File: src/cpu_pkg.sv
`default_nettype none

package cpu_pkg;

    typedef logic [15:0] word_t;
    typedef logic [1:0]  reg_idx_t;

    typedef enum logic [3:0] {
        ADI   = 4'd4,
        ORI   = 4'd5,
        LHI   = 4'd6,
        RTYPE = 4'd15
    } opcode_t;

    typedef enum logic [5:0] {
        ADD = 6'd0,
        SUB = 6'd1,
        AND = 6'd2,
        ORR = 6'd3,
        WWD = 6'd28,
        HLT = 6'd29
    } func_t;

    typedef enum logic [2:0] {
        ALU_ADD,
        ALU_SUB,
        ALU_AND,
        ALU_OR,
        ALU_LHI
    } alu_op_t;

    typedef enum logic {
        RUN,
        HALTED
    } core_state_t;

    ////////////////////
    // Instruction fields
    localparam int OPCODE_HI = 15;
    localparam int OPCODE_LO = 12;
    localparam int RS_HI     = 11;
    localparam int RS_LO     = 10;
    localparam int RT_HI     = 9;
    localparam int RT_LO     = 8;
    localparam int RD_HI     = 7;
    localparam int RD_LO     = 6;
    localparam int FUNC_HI   = 5;
    localparam int FUNC_LO   = 0;
    localparam int IMM_HI    = 7;
    localparam int IMM_LO    = 0;

    // ORI $0, $0, 0
    localparam word_t NOP_INST = {ORI, 2'd0, 2'd0, 8'h00};

endpackage

`default_nettype wire

File: src/fetch_if.sv
`timescale 1ns/1ps
`default_nettype none

interface fetch_if import cpu_pkg::*; ();

    logic  valid;
    logic  ready;
    word_t inst;
    word_t pc;

    modport sender (
        output valid,
        output inst,
        output pc,
        input  ready
    );

    modport receiver (
        input  valid,
        input  inst,
        input  pc,
        output ready
    );

endinterface

`default_nettype wire

File: src/inst_fetch.sv
`timescale 1ns/1ps
`default_nettype none

module inst_fetch import cpu_pkg::*; (
    input  logic     clk,
    input  logic     reset_n,
    output logic     read_m1,
    output word_t    address1,
    input  word_t    data1,
    fetch_if.sender  out_q
);

    logic       fetch_en;
    word_t      pc;
    logic       in_flight;
    word_t      flight_pc;

    // Skid entries, oldest in slot 0
    logic [1:0] skid_count;
    word_t      skid_inst [2];
    word_t      skid_pc [2];

    logic       pop;
    logic       store;
    logic       wr_slot;

    // Never more than two words outstanding or held
    assign read_m1  = fetch_en && ((skid_count + 2'(in_flight)) < 2'd2);
    assign address1 = pc;

    // Empty skid passes the returning word straight through
    assign out_q.valid = (skid_count != 2'd0) || in_flight;
    assign out_q.inst  = (skid_count != 2'd0) ? skid_inst[0] : data1;
    assign out_q.pc    = (skid_count != 2'd0) ? skid_pc[0] : flight_pc;

    assign pop     = out_q.valid && out_q.ready;
    assign store   = in_flight && !(pop && skid_count == 2'd0);
    assign wr_slot = (skid_count == 2'd1) && !pop;

    always_ff @(posedge clk) begin
        if (reset_n) begin
            fetch_en   <= 1'b0;
            pc         <= '0;
            in_flight  <= 1'b0;
            skid_count <= 2'd0;
        end else begin
            fetch_en   <= 1'b1;
            in_flight  <= read_m1;
            skid_count <= skid_count + 2'(in_flight) - 2'(pop);
            if (read_m1) begin
                pc <= pc + 16'd1;
            end
        end
    end

    always_ff @(posedge clk) begin
        if (read_m1) begin
            flight_pc <= pc;
        end
        if (pop) begin
            skid_inst[0] <= skid_inst[1];
            skid_pc[0]   <= skid_pc[1];
        end
        // Later write wins over the shift above
        if (store) begin
            skid_inst[wr_slot] <= data1;
            skid_pc[wr_slot]   <= flight_pc;
        end
    end

    // A word never returns into a full skid
    a_skid_no_overflow: assert property (@(posedge clk) disable iff (reset_n)
        skid_count == 2'd2 |-> !in_flight);

endmodule

`default_nettype wire

File: src/inst_queue.sv
`timescale 1ns/1ps
`default_nettype none

module inst_queue import cpu_pkg::*; #(
    parameter int QUEUE_DEPTH = 4
) (
    input  logic      clk,
    input  logic      reset_n,
    fetch_if.receiver in_q,
    fetch_if.sender   out_q
);

    localparam int PTR_W = $clog2(QUEUE_DEPTH);
    localparam logic [PTR_W:0] FULL_COUNT = (PTR_W + 1)'(QUEUE_DEPTH);

    word_t            mem_inst [QUEUE_DEPTH];
    word_t            mem_pc [QUEUE_DEPTH];
    logic [PTR_W-1:0] wr_ptr;
    logic [PTR_W-1:0] rd_ptr;
    logic [PTR_W:0]   count;
    logic             wr_en;
    logic             rd_en;

    assign in_q.ready  = (count != FULL_COUNT);
    assign out_q.valid = (count != '0);
    assign out_q.inst  = mem_inst[rd_ptr];
    assign out_q.pc    = mem_pc[rd_ptr];

    assign wr_en = in_q.valid && in_q.ready;
    assign rd_en = out_q.valid && out_q.ready;

    always_ff @(posedge clk) begin
        if (reset_n) begin
            wr_ptr <= '0;
            rd_ptr <= '0;
            count  <= '0;
        end else begin
            if (wr_en) begin
                wr_ptr <= wr_ptr + 1'b1;
            end
            if (rd_en) begin
                rd_ptr <= rd_ptr + 1'b1;
            end
            count <= count + (PTR_W + 1)'(wr_en) - (PTR_W + 1)'(rd_en);
        end
    end

    always_ff @(posedge clk) begin
        if (wr_en) begin
            mem_inst[wr_ptr] <= in_q.inst;
            mem_pc[wr_ptr]   <= in_q.pc;
        end
    end

    // Full queue with no read stays full, so nothing was written
    a_no_write_full: assert property (@(posedge clk) disable iff (reset_n)
        count == FULL_COUNT && !rd_en |=> count == FULL_COUNT);

    a_count_bound: assert property (@(posedge clk) disable iff (reset_n)
        count <= FULL_COUNT);

endmodule

`default_nettype wire

File: src/register_file.sv
`timescale 1ns/1ps
`default_nettype none

module register_file import cpu_pkg::*; (
    input  logic     clk,
    input  logic     reset_n,
    input  reg_idx_t read1,
    input  reg_idx_t read2,
    input  reg_idx_t dest,
    input  word_t    write_data,
    input  logic     reg_write,
    output word_t    read_out1,
    output word_t    read_out2
);

    word_t regs [4];

    always_ff @(posedge clk) begin
        if (reset_n) begin
            for (int i = 0; i < 4; i++) begin
                regs[i] <= '0;
            end
        end else if (reg_write) begin
            regs[dest] <= write_data;
        end
    end

    // Same-cycle writes reach the reader only through core forwarding
    assign read_out1 = regs[read1];
    assign read_out2 = regs[read2];

endmodule

`default_nettype wire

File: src/alu.sv
`timescale 1ns/1ps
`default_nettype none

module alu import cpu_pkg::*; (
    input  word_t   a,
    input  word_t   b,
    input  alu_op_t op,
    output word_t   result
);

    always_comb begin
        case (op)
            ALU_ADD: begin
                result = a + b;
            end
            ALU_SUB: begin
                result = a - b;
            end
            ALU_AND: begin
                result = a & b;
            end
            ALU_OR: begin
                result = a | b;
            end
            // Low byte of b moves up, low byte cleared
            ALU_LHI: begin
                result = {b[7:0], 8'h00};
            end
            default: begin
                result = '0;
            end
        endcase
    end

endmodule

`default_nettype wire

File: src/exec_core.sv
`timescale 1ns/1ps
`default_nettype none

module exec_core import cpu_pkg::*; (
    input  logic      clk,
    input  logic      reset_n,
    fetch_if.receiver in_q,
    output word_t     output_port,
    output logic      output_valid,
    input  logic      output_ready,
    output word_t     num_inst,
    output logic      is_halted
);

    core_state_t state;

    // Decode of the queue head
    opcode_t    opcode;
    func_t      func;
    reg_idx_t   rs;
    reg_idx_t   rt;
    reg_idx_t   rd;
    logic [7:0] imm;
    alu_op_t    dec_op;
    word_t      dec_b;
    reg_idx_t   dec_dest;
    logic       dec_write;
    logic       dec_wwd;
    logic       dec_hlt;

    word_t      rf_a;
    word_t      rf_b;
    word_t      opnd_a;
    word_t      opnd_b;
    word_t      alu_result;

    // Execute register
    logic       ex_valid;
    word_t      ex_result;
    word_t      ex_out;
    reg_idx_t   ex_dest;
    logic       ex_write;
    logic       ex_wwd;
    logic       ex_hlt;

    logic       hold;
    logic       retire;
    logic       accept;
    logic       rf_write;

    ////////////////////
    // Decode

    assign opcode = opcode_t'(in_q.inst[OPCODE_HI:OPCODE_LO]);
    assign func   = func_t'(in_q.inst[FUNC_HI:FUNC_LO]);
    assign rs     = in_q.inst[RS_HI:RS_LO];
    assign rt     = in_q.inst[RT_HI:RT_LO];
    assign rd     = in_q.inst[RD_HI:RD_LO];
    assign imm    = in_q.inst[IMM_HI:IMM_LO];

    always_comb begin
        dec_op    = ALU_ADD;
        dec_b     = opnd_b;
        dec_dest  = rt;
        dec_write = 1'b0;
        dec_wwd   = 1'b0;
        dec_hlt   = 1'b0;
        case (opcode)
            RTYPE: begin
                dec_dest = rd;
                case (func)
                    ADD: begin
                        dec_op    = ALU_ADD;
                        dec_write = 1'b1;
                    end
                    SUB: begin
                        dec_op    = ALU_SUB;
                        dec_write = 1'b1;
                    end
                    AND: begin
                        dec_op    = ALU_AND;
                        dec_write = 1'b1;
                    end
                    ORR: begin
                        dec_op    = ALU_OR;
                        dec_write = 1'b1;
                    end
                    WWD: dec_wwd = 1'b1;
                    HLT: dec_hlt = 1'b1;
                    default: dec_write = 1'b0;
                endcase
            end
            ADI: begin
                dec_b     = {{8{imm[7]}}, imm};
                dec_write = 1'b1;
            end
            ORI: begin
                dec_op    = ALU_OR;
                dec_b     = {8'h00, imm};
                dec_write = 1'b1;
            end
            LHI: begin
                dec_op    = ALU_LHI;
                dec_b     = {8'h00, imm};
                dec_write = 1'b1;
            end
            default: dec_write = 1'b0;
        endcase
    end

    ////////////////////
    // Operands and ALU

    // Result in the execute register is not yet in the register file
    assign opnd_a = (ex_valid && ex_write && ex_dest == rs) ? ex_result : rf_a;
    assign opnd_b = (ex_valid && ex_write && ex_dest == rt) ? ex_result : rf_b;

    register_file u_regs (
        .clk        (clk),
        .reset_n    (reset_n),
        .read1      (rs),
        .read2      (rt),
        .dest       (ex_dest),
        .write_data (ex_result),
        .reg_write  (rf_write),
        .read_out1  (rf_a),
        .read_out2  (rf_b)
    );

    alu u_alu (
        .a      (opnd_a),
        .b      (dec_b),
        .op     (dec_op),
        .result (alu_result)
    );

    ////////////////////
    // Execute, retire and halt

    assign hold     = ex_valid && ex_wwd && !output_ready;
    assign retire   = ex_valid && !hold;
    assign rf_write = retire && ex_write;

    // No accept behind a pending HLT
    assign in_q.ready = (state == RUN) && !hold && !(ex_valid && ex_hlt);
    assign accept     = in_q.valid && in_q.ready;

    assign output_valid = ex_valid && ex_wwd;
    assign output_port  = ex_out;
    assign is_halted    = (state == HALTED);

    always_ff @(posedge clk) begin
        if (reset_n) begin
            state    <= RUN;
            ex_valid <= 1'b0;
            num_inst <= '0;
        end else begin
            if (!hold) begin
                ex_valid <= accept;
            end
            if (retire) begin
                num_inst <= num_inst + 16'd1;
            end
            if (retire && ex_hlt) begin
                state <= HALTED;
            end
        end
    end

    always_ff @(posedge clk) begin
        if (accept) begin
            ex_result <= alu_result;
            ex_out    <= opnd_a;
            ex_dest   <= dec_dest;
            ex_write  <= dec_write;
            ex_wwd    <= dec_wwd;
            ex_hlt    <= dec_hlt;
        end
    end

    a_out_stable: assert property (@(posedge clk) disable iff (reset_n)
        output_valid && !output_ready |=> output_valid && $stable(output_port));

    // Once halted nothing enters execute and nothing retires
    a_halt_no_accept: assert property (@(posedge clk) disable iff (reset_n)
        state == HALTED |=> !ex_valid && $stable(num_inst));

endmodule

`default_nettype wire

File: src/cpu.sv
`timescale 1ns/1ps
`default_nettype none

module cpu import cpu_pkg::*; #(
    parameter int QUEUE_DEPTH = 4
) (
    input  logic  clk,
    input  logic  reset_n,

    // Instruction memory
    output logic  read_m1,
    output word_t address1,
    input  word_t data1,

    // WWD output
    output word_t output_port,
    output logic  output_valid,
    input  logic  output_ready,

    output word_t num_inst,
    output logic  is_halted
);

    fetch_if fetch_to_queue ();
    fetch_if queue_to_core ();

    inst_fetch u_fetch (
        .clk      (clk),
        .reset_n  (reset_n),
        .read_m1  (read_m1),
        .address1 (address1),
        .data1    (data1),
        .out_q    (fetch_to_queue.sender)
    );

    inst_queue #(
        .QUEUE_DEPTH (QUEUE_DEPTH)
    ) u_queue (
        .clk     (clk),
        .reset_n (reset_n),
        .in_q    (fetch_to_queue.receiver),
        .out_q   (queue_to_core.sender)
    );

    exec_core u_core (
        .clk          (clk),
        .reset_n      (reset_n),
        .in_q         (queue_to_core.receiver),
        .output_port  (output_port),
        .output_valid (output_valid),
        .output_ready (output_ready),
        .num_inst     (num_inst),
        .is_halted    (is_halted)
    );

endmodule

`default_nettype wire

File: config.mk
export PLATFORM = sky130hd
export DESIGN_NAME = cpu
export DESIGN_NICKNAME = d
export VERILOG_FILES = /design/src/cpu_pkg.sv /design/src/fetch_if.sv /design/src/inst_fetch.sv /design/src/inst_queue.sv /design/src/register_file.sv /design/src/alu.sv /design/src/exec_core.sv /design/src/cpu.sv
export SDC_FILE = /design/constraint.sdc
export NUM_CORES = 1
export LEC_CHECK = 0
export ABC_CLOCK_PERIOD_IN_PS = 6700
export BUFFER_PORTS_ARGS = -buffer_cell sky130_fd_sc_hd__clkbuf_2
export CAP_MARGIN = 20
export CORE_AREA = 4 4 161 163
export CTS_BUF_LIST = sky130_fd_sc_hd__clkbuf_4 sky130_fd_sc_hd__clkbuf_8 sky130_fd_sc_hd__clkbuf_16
export DETAILED_ROUTE_END_ITERATION = 12
export DIE_AREA = 0 0 165 167
export HOLD_SLACK_MARGIN = 0.06
export PLACE_DENSITY = 0.68
export SLEW_MARGIN = 20
export SYNTH_ARGS = -nofsm -noshare
export SYNTH_HDL_FRONTEND = slang
export SYNTH_SLANG_ARGS = --single-unit
File: constraint.sdc
create_clock -name clk -period 6.7 [get_ports clk]
set_input_delay 1.675 -clock clk [delete_from_list [all_inputs] [get_ports clk]]
set_output_delay 1.675 -clock clk [all_outputs]
set_load 0.005 [all_outputs]
Word-level counts from Yosys, hierarchy flattened

Memories as Yosys holds them, arrays and structs flattened. A register that Yosys moved wholly into a read port is not among the register bits.
Index checks and enable logic that the tools add are counted.

Flip-flop bits (word level): 82
Memory bits (writable): 160
Bits of input ports: 19
Memories kept: 3

Memory list:

| memory             | words | width | rd ports | clocked after Yosys merged registers in | write ports | line                | RTL |
|---|---|---|---|---|---|---|---|
| u_core.u_regs.regs | 4     | 16    | 2        | 0                                       | 4           | register_file.sv:16 | `word_t regs [4];` |
| u_queue.mem_inst   | 4     | 16    | 1        | 1                                       | 1           | inst_queue.sv:16    | `word_t mem_inst [QUEUE_DEPTH];` |
| u_fetch.skid_inst  | 2     | 16    | 2        | 0                                       | 2           | inst_fetch.sv:20    | `word_t skid_inst [2];` |

Add/subtract/negate cells: 10
Order comparisons: 1
Equal/unequal tests: 17
Multiplexer cells: 27
Bitwise gates (word level): 3
Reduce and logical (&&, ||, !) cells: 32

Operator list:

| cell                    | number |
|---|---|
| $pmux W16 S5            | 1 |
| $mux W16                | 4 |
| $add A16 B1 Y16 const B | 2 |
| $pmux W16 S2            | 1 |
| $logic_and A1 B1 Y1     | 17 |
| $add A16 B16 Y16        | 1 |
| $and A16 B16 Y16        | 1 |
| $or A16 B16 Y16         | 1 |
| $reduce_or A16 Y1       | 1 |
| $sub A16 B16 Y16        | 1 |
| $mux W1                 | 14 |
| $eq A4 B3 Y1 const B    | 3 |
| $eq A6 B2 Y1 const B    | 2 |
| $eq A6 B5 Y1 const B    | 2 |
| $pmux W3 S3             | 1 |
| $mux W2                 | 4 |
| $eq A3 B2 Y1 const B    | 2 |
| $eq A6 B1 Y1 const B    | 1 |
| $logic_not A6 Y1        | 1 |
| $pmux W2 S3             | 1 |
| $logic_not A1 Y1        | 5 |
| $add A2 B1 Y2 const B   | 2 |
| $eq A2 B2 Y1            | 2 |
| $eq A4 B4 Y1 const B    | 1 |
| 19 further kinds        | 19 |

Logic depth before layout (Yosys ltp)

Gate-level depths: netlist of the first run.

Word-level depth: 10
Mapped depth: 24
Gate-level depth less buffers: 21

Hierarchy

Synthesis of the first run repeated with hierarchy kept, for this count alone.

Cells, all modules: 1,099
Area, all modules: 16,592.2 um^2

Modules (own cells, without submodules):

| module        | instances | cells an instance | area each (um^2) | sequential area each (um^2) |
|---|---|---|---|---|
| inst_queue    | 1         | 216               | 5,127.4          | 4,023.9 |
| inst_fetch    | 1         | 259               | 4,105.2          | 2,802.7 |
| register_file | 1         | 182               | 3,229.3          | 1,921.8 |
| exec_core     | 1         | 222               | 2,637.5          | 1,471.4 |
| alu           | 1         | 220               | 1,492.7          | 0.0 |

Worst setup path before layout of the first run

OpenSTA, ideal clock, no wires.

Path type: reg-to-reg
Start point: register with a tool-made name
End point: register u_core.ex_result[13], data pin
Library setup time: 0.264 ns
Arrival time: 4.839 ns
Data required time: 6.436 ns
Path slack: 1.597 ns
Stages on the path, launching flop included: 21
Path buffers: 2
Clock period less this slack: 5.103 ns
Cells stage by stage: dfxtp_1 buf_6 mux4_2 buf_6 xor2_4 nor3_1 a21oi_1 a22oi_1 inv_1 ha_1 mux2i_1 ha_1 nor2b_1 o21ai_0 a21boi_0 o41ai_1 o2111ai_1 a31o_2 a21oi_1 xor2_1 o21ai_0

RTL lines:

| what                 | line             | RTL |
|---|---|---|
| to (signal assigned) | exec_core.sv:172 | `ex_result <= alu_result;` |
| to (decl)            | exec_core.sv:39  | `word_t ex_result;` |

==> results of run 1 <==
-- registers in the layout, summed over array words and instances (netlist names), 3 cells and up, named ones only --
| signal | cells |
|---|---|
| u_core.u_regs.regs | 64 |
| u_queue.mem_inst | 64 |
| u_fetch.skid_inst | 32 |
| u_core.ex_result | 16 |
| u_core.num_inst | 16 |
| u_core.output_port | 16 |
| u_fetch.address1 | 16 |
| u_queue.count | 3 |
-- stage by stage --
step / setup slack [ns] / hold slack, ns / instances
floorplan: 1.597 / 0.4512 / 926
finish: 0.9209 / 0.4812 / 1339
CTS: 1.000 / 0.4855 / 1339
detailed placement: 1.059 / 0.4710 / 1294
global placement: 1.150 / 0.4585 / 1294
global route: 0.5385 / 0.5080 / 1339
-- final timing paths --
path                                          startpoint                             end  slack (ns)  depth (start not counted)
worst max-delay path                            register  u_core.ex_result[13]$_DFFE_PP_        0.92                         19
worst min-delay path            u_fetch.fetch_en$_DFF_P_    u_fetch.in_flight$_SDFF_PP0_        0.48                          1
worst max register to register                  register  u_core.ex_result[13]$_DFFE_PP_        0.92                         19
worst min register to register  u_fetch.fetch_en$_DFF_P_    u_fetch.in_flight$_SDFF_PP0_        0.48                          1
-- per-layer routing --
| metal | global-route usage | wire, um | vias up |
|---|---|---|---|
| li1 | - | - | 3596 |
| met3 | 0.02323 | 971 | 59 |
| met5 | 0 | 0 | - |
| met4 | 0.05787 | 927 | 0 |
| met2 | 0.3279 | 13220 | 208 |
| met1 | 0.2654 | 11730 | 3790 |
-- final cells by class --
class / count / area [um^2] / area share
flip-flops and latches: 244 / 6857 / 0.5022
multi-input cells: 618 / 5012 / 0.3672
clock buffers: 26 / 633.1 / 0.04638
repair buffers: 85 / 465.4 / 0.03409
well taps: 324 / 405.4 / 0.02969
clock inverters: 19 / 192.7 / 0.01411
inverters: 23 / 86.33 / 0.006324
-- worst max-delay path, delay by kind of cell, from the launching register on --
family          cells  cell delay, ns
mux                 2            1.08
xor+xnor            2            0.43
buf+inv             2            0.32
compound gates      9            2.36
simple gates        2            0.33
fa+ha+maj           2            0.60
flops               1            0.39
-- placed cells by master, fill, tap and decap left out, types with 28 or more instances in the layout --
| master | n |
|---|---|
| a21oi_1 | 33 |
| and2_1 | 72 |
| clkbuf_2 | 69 |
| dfxtp_1 | 47 |
| edfxtp_1 | 197 |
| ha_1 | 28 |
| mux2_2 | 54 |
| mux4_2 | 39 |
| nand2_1 | 52 |
| nor2_1 | 64 |
| xnor2_1 | 28 |
| xor2_1 | 33 |
-- kinds of logic after synthesis --
| logic type | Yosys count |
|---|---|
| buffers and inverters | 64 |
| AO/OA/AOI/OAI | 121 |
| flip-flops | 244 |
| multiplexers | 116 |
| AND/OR/NAND/NOR | 276 |
| adder cells (fa/ha/maj) | 42 |
| XOR/XNOR | 63 |
==> out/metrics.yaml, run 1 <==
outcome: "finished, final reports clean"
dieArea_um2: 27560
cts_tree: "built"
fmax_mhz: 173.0
hp-class: "reg2reg"
cts_setup_buffers: 0
num_io_pins: 70
cts_buffers: 25
grtUsageTotal: 0.1947
ys.warnings.count: 0
fill_cells: 2023
critical_path_class: "reg2reg"
worstPathCellList: "mux4_2, xor2_4, nor3_1, buf_4, a21oi_1, a22oi_1, inv_1, ha_1, mux2i_1, ha_1, nor2b_1, o21ai_0, a21boi_0, o41ai_1, o2111ai_1, a31o_2, a21oi_1, xor2_1, o21ai_0"
drv_slew: 0
syn_avg_cell_area_um2: 13.11
synth_enable_flop_cells: 197
yosys-top-cells-area: "edfxtp_1 (49%), dfxtp_1 (7.8%), mux4_2 (7.2%)"
worst_pin_slew_ns: 1.059
min_period_ns: 5.779
fin_crit_sh: 0.8626
start_util: 0.4990
grt_overflow: 0
cts-hold-fix-buffers: 0
rsz0062_at_grt: "false"
place.gp.congestion: 0.9083
synth_common_cells: "edfxtp_1 (197), and2_1 (72), nor2_1 (64)"
fin_skew_ns: 0.01126
syn_nets: 975
dr.first_iter.drc_count: 643
cts_num_sinks: 244
grt_max_degree: 52
cap_violations: 0
yosys.area.top_type: "edfxtp_1"
cp-end-kind: "register"
drt_wl_total_um: 26850
cp_data_required_time_ns: 6.96
drc: 0
rows: 57
fp.dieW_um: 165
slew_headroom: 0.2887
die_y_um: 167
synth-seq-cells: 244
ant_nets: 0
cts_resized: 0
antenna_found_initial: 0
clockRootBuffer: "clkbuf_16"
ys_types: 59
async_flop_share: 0
clockBufferDepth: 3
synth_compound_area_frac: 0.06444
syn_inst: 926
drive_gt1_frac: 0.2256
syn_area_um2: 12140
cpMaxStageDelayCell: "mux4_2"
final_util: 0.5614
vias: 7653
synth_top_area_frac: 0.4875
setup_viol: 0
synth_most_common_cell: "edfxtp_1"
cts.htree.levels: 1
path_clk_slew_ns: 0.06
layout.nets: 1046
firstDrtPassIters: 7
dpl.hpwl_um: 18480
synth-xor-area-share: 0.04763
hold_violations: 0
cp_max_fo: 24
dpl_cell_area_um2: 12830
core_area_um2: 24320
grt_pass1_wl_um: 42660
synthAdderAreaFrac: 0.04207
synthMuxAreaShare: 0.1415
finalSetupTns_ns: 0
clkLatencyLatePin_ns: 0.53
synth_top_family_by_area: "multiplexers"
start_kind: "register"
critPathMaxStageDelay_ns: 0.83
diodes: 0
ys_seq_area_frac: 0.5650
fin_area_um2: 13650
area_delta_synth_final_pct: 12.50
wl_per_cell_um: 20.05
synth_flop_cell: "edfxtp_1"
portBuffers: 69
grt_pass1_vias: 7748
cp.arrival_ns: 6.04
yosys.area_share.simple: 0.1170
vias_per_cell: 5.715
Power of run 1 is not shown: default switching activity piles up to over one toggle a cycle in this logic, so the estimate is an artifact.
==> run 2, diff against run 1 <==
--- a/config.mk
+++ b/config.mk
@@ -8,10 +8,10 @@
 export ABC_CLOCK_PERIOD_IN_PS = 6700
 export BUFFER_PORTS_ARGS = -buffer_cell sky130_fd_sc_hd__clkbuf_2
 export CAP_MARGIN = 20
-export CORE_AREA = 4 4 161 163
+export CORE_AREA = 2 2 159 161
 export CTS_BUF_LIST = sky130_fd_sc_hd__clkbuf_4 sky130_fd_sc_hd__clkbuf_8 sky130_fd_sc_hd__clkbuf_16
 export DETAILED_ROUTE_END_ITERATION = 12
-export DIE_AREA = 0 0 165 167
+export DIE_AREA = 0 0 161 163
 export HOLD_SLACK_MARGIN = 0.06
 export PLACE_DENSITY = 0.68
 export SLEW_MARGIN = 20
==> run 2 against run 1 <==
Against the previous run: worst hold slack better by 0.0044 ns; design area is 0.46% higher; worst setup slack worse by 0.019 ns; first-iteration DRC count decreased by 14%; maximum frequency is 0.34% lower; flip-flop and latch count unchanged; critical path depth unchanged; register-to-register slack got worse by 0.02 ns; count of clock-buffer cells in the layout grew 14; non-clock buffer count unchanged; sequential share of layout area down 0.23 points; core utilization is 0.55 points lower; critical endpoint unchanged; largest cell class unchanged.
==> out/metrics.yaml, run 2 (synthesis gave the netlist of run 1 again) <==
outcome: "finished, final reports clean"  # unchanged
dieArea_um2: 26240  # was 27560 um^2
start_util: 0.4918  # was 0.4990
vias_per_cell: 5.685  # was 5.715
core_area_um2: 24670  # was 24320 um^2
cpMaxStageDelayCell: "o41ai_1"  # was mux4_2
path_clk_slew_ns: 0.06  # about the same
place.gp.congestion: 0.8516  # was 0.9083
cts_tree: "built"  # unchanged
ant_nets: 0  # unchanged
hold_violations: 0  # unchanged
cts.htree.levels: 1  # unchanged
dpl.hpwl_um: 18330  # was 18480 um
wl_per_cell_um: 20.13  # was 20.05 um
cts-hold-fix-buffers: 0  # unchanged
grt_pass1_wl_um: 42930  # was 42660 um
holdPathEnd: "u_fetch.in_flight$_SDFF_PP0_"  # unchanged
cts_setup_buffers: 0  # unchanged
fp.dieW_um: 161  # was 165 um
top_layer_used: "met4"  # unchanged
layout.nets: 1047  # was 1046
die_y_um: 163  # was 167 um
drv_slew: 0  # unchanged
rr_worst_depth: 19  # unchanged
fin_crit_sh: 0.8655  # was 0.8626
fin_area_um2: 13710  # was 13650 um^2
hold_ws_ns: 0.4856  # was 0.4812 ns
clkLatencyLatePin_ns: 0.55  # was 0.53 ns
reg_top3: "u_core.u_regs.regs (64), u_queue.mem_inst (64), u_fetch.skid_inst (32)"  # unchanged
final_cell_mix: "edfxtp_1 (197), and2_1 (72), clkbuf_2 (69)"  # unchanged
cts_resized: 0  # unchanged
area_delta_synth_final_pct: 13.01  # was 12.50%
layout_commonest_cell: "edfxtp_1"  # unchanged
critical_path_class: "reg2reg"  # unchanged
worst_pin_slew_ns: 0.9140  # was 1.059 ns
slew_headroom: 0.3907  # was 0.2887
fin_cells: 1348  # was 1339
worstPathCellList: "mux4_2, buf_4, xor2_2, or3_4, o211ai_1, a22oi_1, inv_1, ha_1, mux2i_1, ha_1, nor2b_1, o21ai_0, a21boi_0, o41ai_1, o2111ai_1, a31o_2, a21oi_1, xor2_1, o21ai_0"  # was mux4_2, xor2_4, nor3_1, buf_4, a21oi_1, a22oi_1, inv_1, ha_1, mux2i_1, ha_1, nor2b_1, o21ai_0, a21boi_0, o41ai_1, o2111ai_1, a31o_2, a21oi_1, xor2_1, o21ai_0
min_path_cells: 1  # unchanged
firstDrtPassIters: 7  # unchanged
reg2reg_setup_slack_ns: 0.90  # was 0.92 ns
rows: 58  # was 57
critPathMaxStageDelay_ns: 0.54  # was 0.83 ns
drive_gt1_frac: 0.2308  # was 0.2256
clockRootBuffer: "clkbuf_16"  # unchanged
dp_cells: 1300  # was 1294
r2r-end: "u_core.ex_result[13]$_DFFE_PP_"  # unchanged
cp.arrival_ns: 6.08  # was 6.04 ns
cp_data_required_time_ns: 6.98  # was 6.96 ns
wl_met3_um: 1242  # was 971 um
min_period_ns: 5.799  # was 5.779 ns
fin_skew_ns: 0.01497  # was 0.01126 ns
hp-class: "reg2reg"  # unchanged
cp_max_fo: 27  # was 24
cp-end-kind: "register"  # unchanged
grtUsageTotal: 0.2095  # was 0.1947
cts_num_sinks: 244  # unchanged
diodes: 0  # unchanged
rsz0062_at_grt: "false"  # unchanged
finalSetupTns_ns: 0  # unchanged
clockBufferDepth: 3  # unchanged
start_kind: "register"  # unchanged
fill_cells: 2049  # was 2023
drt_wl_total_um: 27140  # was 26850 um
drc: 0  # unchanged
wl_met2_um: 13350  # was 13220 um
antenna_found_initial: 0  # unchanged
grt_max_degree: 53  # was 52
dr.first_iter.drc_count: 554  # was 643
vias: 7664  # was 7653
cap_violations: 0  # unchanged
dpl_cell_area_um2: 12830  # about the same
grt_pass1_vias: 7805  # was 7748
min_from: "u_fetch.fetch_en$_DFF_P_"  # unchanged
setup_viol: 0  # unchanged
cts_buffers: 26  # was 25
grt_overflow: 0  # unchanged
fmax_mhz: 172.5  # was 173.0 MHz
wirelength_met1_um: 11410  # was 11730 um
portBuffers: 69  # unchanged
num_io_pins: 70  # unchanged
==> run 2: layer usage <==
metal | up-vias | global-route usage
met1 | 3761 | 0.2733
met4 | 0 | 0.08279
met5 | - | 0
met2 | 233 | 0.3584
met3 | 71 | 0.02725
li1 | 3599 | -
==> run 2: metrics by stage <==
step	util	worst slack, ns
3_3_place_gp	0.5201	1.162
6_report	0.5558	0.9014
5_1_grt	0.5558	0.4326
2_1_floorplan	-	1.597
3_5_place_dp	0.5201	0.9758
4_1_cts	0.5558	0.9058
==> run 2: worst max path at each step <==
stage	startpoint	slack (ns)	to
2_1_floorplan	register	1.60	u_core.ex_result[13]$_DFFE_PP_
3_3_place_gp	register	1.16	u_core.ex_result[13]$_DFFE_PP_
3_5_place_dp	register	0.98	u_core.ex_result[13]$_DFFE_PP_
4_1_cts	register	0.91	u_core.ex_result[13]$_DFFE_PP_
5_1_grt	register	0.43	u_core.ex_result[13]$_DFFE_PP_
6_report	register	0.90	u_core.ex_result[13]$_DFFE_PP_
==> run 2: critical path, delay by kind of cell, from the launching register on <==
kind | cells | cell delay [ns]
and+or+nand+nor | 2 | 0.39
xor gates and xnor gates | 2 | 0.49
muxes | 2 | 0.78
AOI/OAI and AO/OA | 9 | 2.34
DFF | 1 | 0.48
adders and majority gates | 2 | 0.61
buffers and inverters | 2 | 0.43
==> run 2: cell type report <==
type / count / area (um^2) / share of cell area
clock buffers: 40 / 793.3 / 0.05784
flip-flops and latches: 244 / 6857 / 0.5000
repair buffers: 85 / 465.4 / 0.03394
inverters: 23 / 86.33 / 0.006295
multi-input cells: 618 / 5012 / 0.3655
clock inverters: 8 / 87.58 / 0.006386
well taps: 330 / 412.9 / 0.03011
Power of run 2 is left out for the same reason.
==> run 3, diff against run 2 <==
--- a/config.mk
+++ b/config.mk
@@ -14,6 +14,7 @@
 export DIE_AREA = 0 0 161 163
 export HOLD_SLACK_MARGIN = 0.06
 export PLACE_DENSITY = 0.68
+export RECOVER_POWER = 100
 export SLEW_MARGIN = 20
 export SYNTH_ARGS = -nofsm -noshare
 export SYNTH_HDL_FRONTEND = slang
==> run 3 against run 2 <==
Against the previous run: the flow now finishes with violations (capacitance limit, slew limit); critical path depth unchanged; flip-flop and latch count stayed put; maximum frequency is 0.38% lower; final cell count did not move; highest routed layer unchanged.
==> out/metrics.yaml, run 3 (synthesis gave the netlist of run 1 again) <==
outcome: "complete, but fails checks"  # was finished, final reports clean
violations: "capacitance limit, slew limit"
hp-class: "reg2reg"  # unchanged
cp.arrival_ns: 6.10  # was 6.08 ns
final_util: 0.5524  # was 0.5558
hold_violations: 0  # unchanged
final_cell_mix: "edfxtp_1 (197), nor2_1 (64), clkbuf_1 (53)"  # was edfxtp_1 (197), and2_1 (72), clkbuf_2 (69)
grt_pass1_wl_um: 42930  # unchanged
antenna_found_initial: 0  # unchanged
worstPathCellList: "mux4_2, buf_4, xor2_2, or3_4, o211ai_1, a22oi_1, inv_1, ha_1, mux2i_1, ha_1, nor2b_1, o21ai_0, a21boi_0, o41ai_1, o2111ai_1, a31o_2, a21oi_1, xor2_1, o21ai_0"  # unchanged
min_from: "u_fetch.fetch_en$_DFF_P_"  # unchanged
dieArea_um2: 26240  # unchanged
area_delta_synth_final_pct: 12.32  # was 13.01%
dp_cells: 1300  # unchanged
start_util: 0.4918  # unchanged
num_io_pins: 70  # unchanged
slew_headroom: -0.5446  # was 0.3907
place.gp.congestion: 0.8516  # unchanged
critPathMaxStageDelay_ns: 0.54  # about the same
critical_path_class: "reg2reg"  # unchanged
cp_data_required_time_ns: 6.98  # about the same
drc: 0  # unchanged
grt_overflow: 0  # unchanged
start_kind: "register"  # unchanged
cts_num_sinks: 244  # unchanged
rsz0062_at_grt: "false"  # unchanged
cp-end-kind: "register"  # unchanged
vias_per_cell: 5.682  # was 5.685
diodes: 0  # unchanged
cap_violations: 2  # was 0
cp_num_buf_inv: 2  # unchanged
fin_cells: 1348  # unchanged
drt_wl_total_um: 27060  # was 27140 um
portBuffers: 69  # unchanged
grt_pass1_vias: 7805  # unchanged
die_y_um: 163  # unchanged
clockRootBuffer: "clkbuf_16"  # unchanged
dr.first_iter.drc_count: 639  # was 554
cpMaxStageDelayCell: "o41ai_1"  # unchanged
rows: 58  # unchanged
drive_gt1_frac: 0.1464  # was 0.2308
clkLatencyLatePin_ns: 0.55  # about the same
worst_pin_slew_ns: 2.317  # was 0.9140 ns
cts_setup_buffers: 0  # unchanged
min_period_ns: 5.821  # was 5.799 ns
vias: 7660  # was 7664
clockBufferDepth: 3  # unchanged
cts_resized: 0  # unchanged
crit_family: "compound AO/OA/AOI/OAI gates"  # unchanged
fin_crit_sh: 0.8688  # was 0.8655
grt_max_degree: 53  # unchanged
cts.htree.levels: 1  # unchanged
fin_skew_ns: 0.01618  # was 0.01497 ns
layout.nets: 1047  # unchanged
fp.dieW_um: 161  # unchanged
core_area_um2: 24670  # unchanged
drv_slew: 93  # was 0
path_clk_slew_ns: 0.06  # about the same
cts_buffers: 26  # unchanged
wl_per_cell_um: 20.07  # was 20.13 um
cts_tree: "built"  # unchanged
firstDrtPassIters: 5  # was 7
layout_commonest_cell: "edfxtp_1"  # unchanged
setup_viol: 0  # unchanged
finalSetupTns_ns: 0  # unchanged
ant_nets: 0  # unchanged
reg_top3: "u_core.u_regs.regs (64), u_queue.mem_inst (64), u_fetch.skid_inst (32)"  # unchanged
dpl.hpwl_um: 18330  # unchanged
cp_max_fo: 27  # unchanged
grtUsageTotal: 0.2095  # unchanged
fmax_mhz: 171.8  # was 172.5 MHz
cts-hold-fix-buffers: 0  # unchanged
## run 3: cell types whose count changed in the layout (fill, tap and decap cells not counted)
cell      before  now
mux2_2        54   25
clkbuf_1       0   53
o21ai_1        1    0
buf_4         16    9
clkbuf_2      69   23
o21ba_2        1    0
mux2_1         0   29
o21ba_1        0    1
and2_0         0   42
or2_0          0    3
o21ai_0       25   26
and2_1        72   30
or2_2          7    4
## run 3: path summary, 6_finish.rpt
path | to | slack, ns | cells after the start
hold reg to reg | u_fetch.in_flight$_SDFF_PP0_ | 0.49 | 1
setup / recovery | u_core.ex_result[13]$_DFFE_PP_ | 0.88 | 19
hold / removal | u_fetch.in_flight$_SDFF_PP0_ | 0.49 | 1
setup reg to reg | u_core.ex_result[13]$_DFFE_PP_ | 0.88 | 19
## run 3: final cells by class
class,instances,area (um^2)
Tap cell,330,412.9
Sequential cell,244,6857
Clock inverter,8,87.58
Inverter,23,86.33
Clock buffer,40,793.3
Fill cell,2081,11040
Timing Repair Buffer,85,381.6
Multi-Input combinational cell,618,5012
## run 3: metrics by stage
step	area, um^2	setup WS, ns	hold slack (ns)
2_1_floorplan	12140	1.597	0.4512
3_3_place_gp	12830	1.162	0.4616
3_5_place_dp	12830	0.9758	0.4695
4_1_cts	13710	0.9058	0.4862
5_1_grt	13630	0.4250	0.5312
6_report	13630	0.8793	0.4869
## run 3: metal layers
metal  track usage  vias up  part of all wire
met5             0        -                 0
met4       0.08279        0             0.044
met3       0.02725       74             0.047
met2        0.3584      239              0.49
met1        0.2733     3745              0.42
li1              -     3602                 -
Power of run 3 is left out for the same reason.
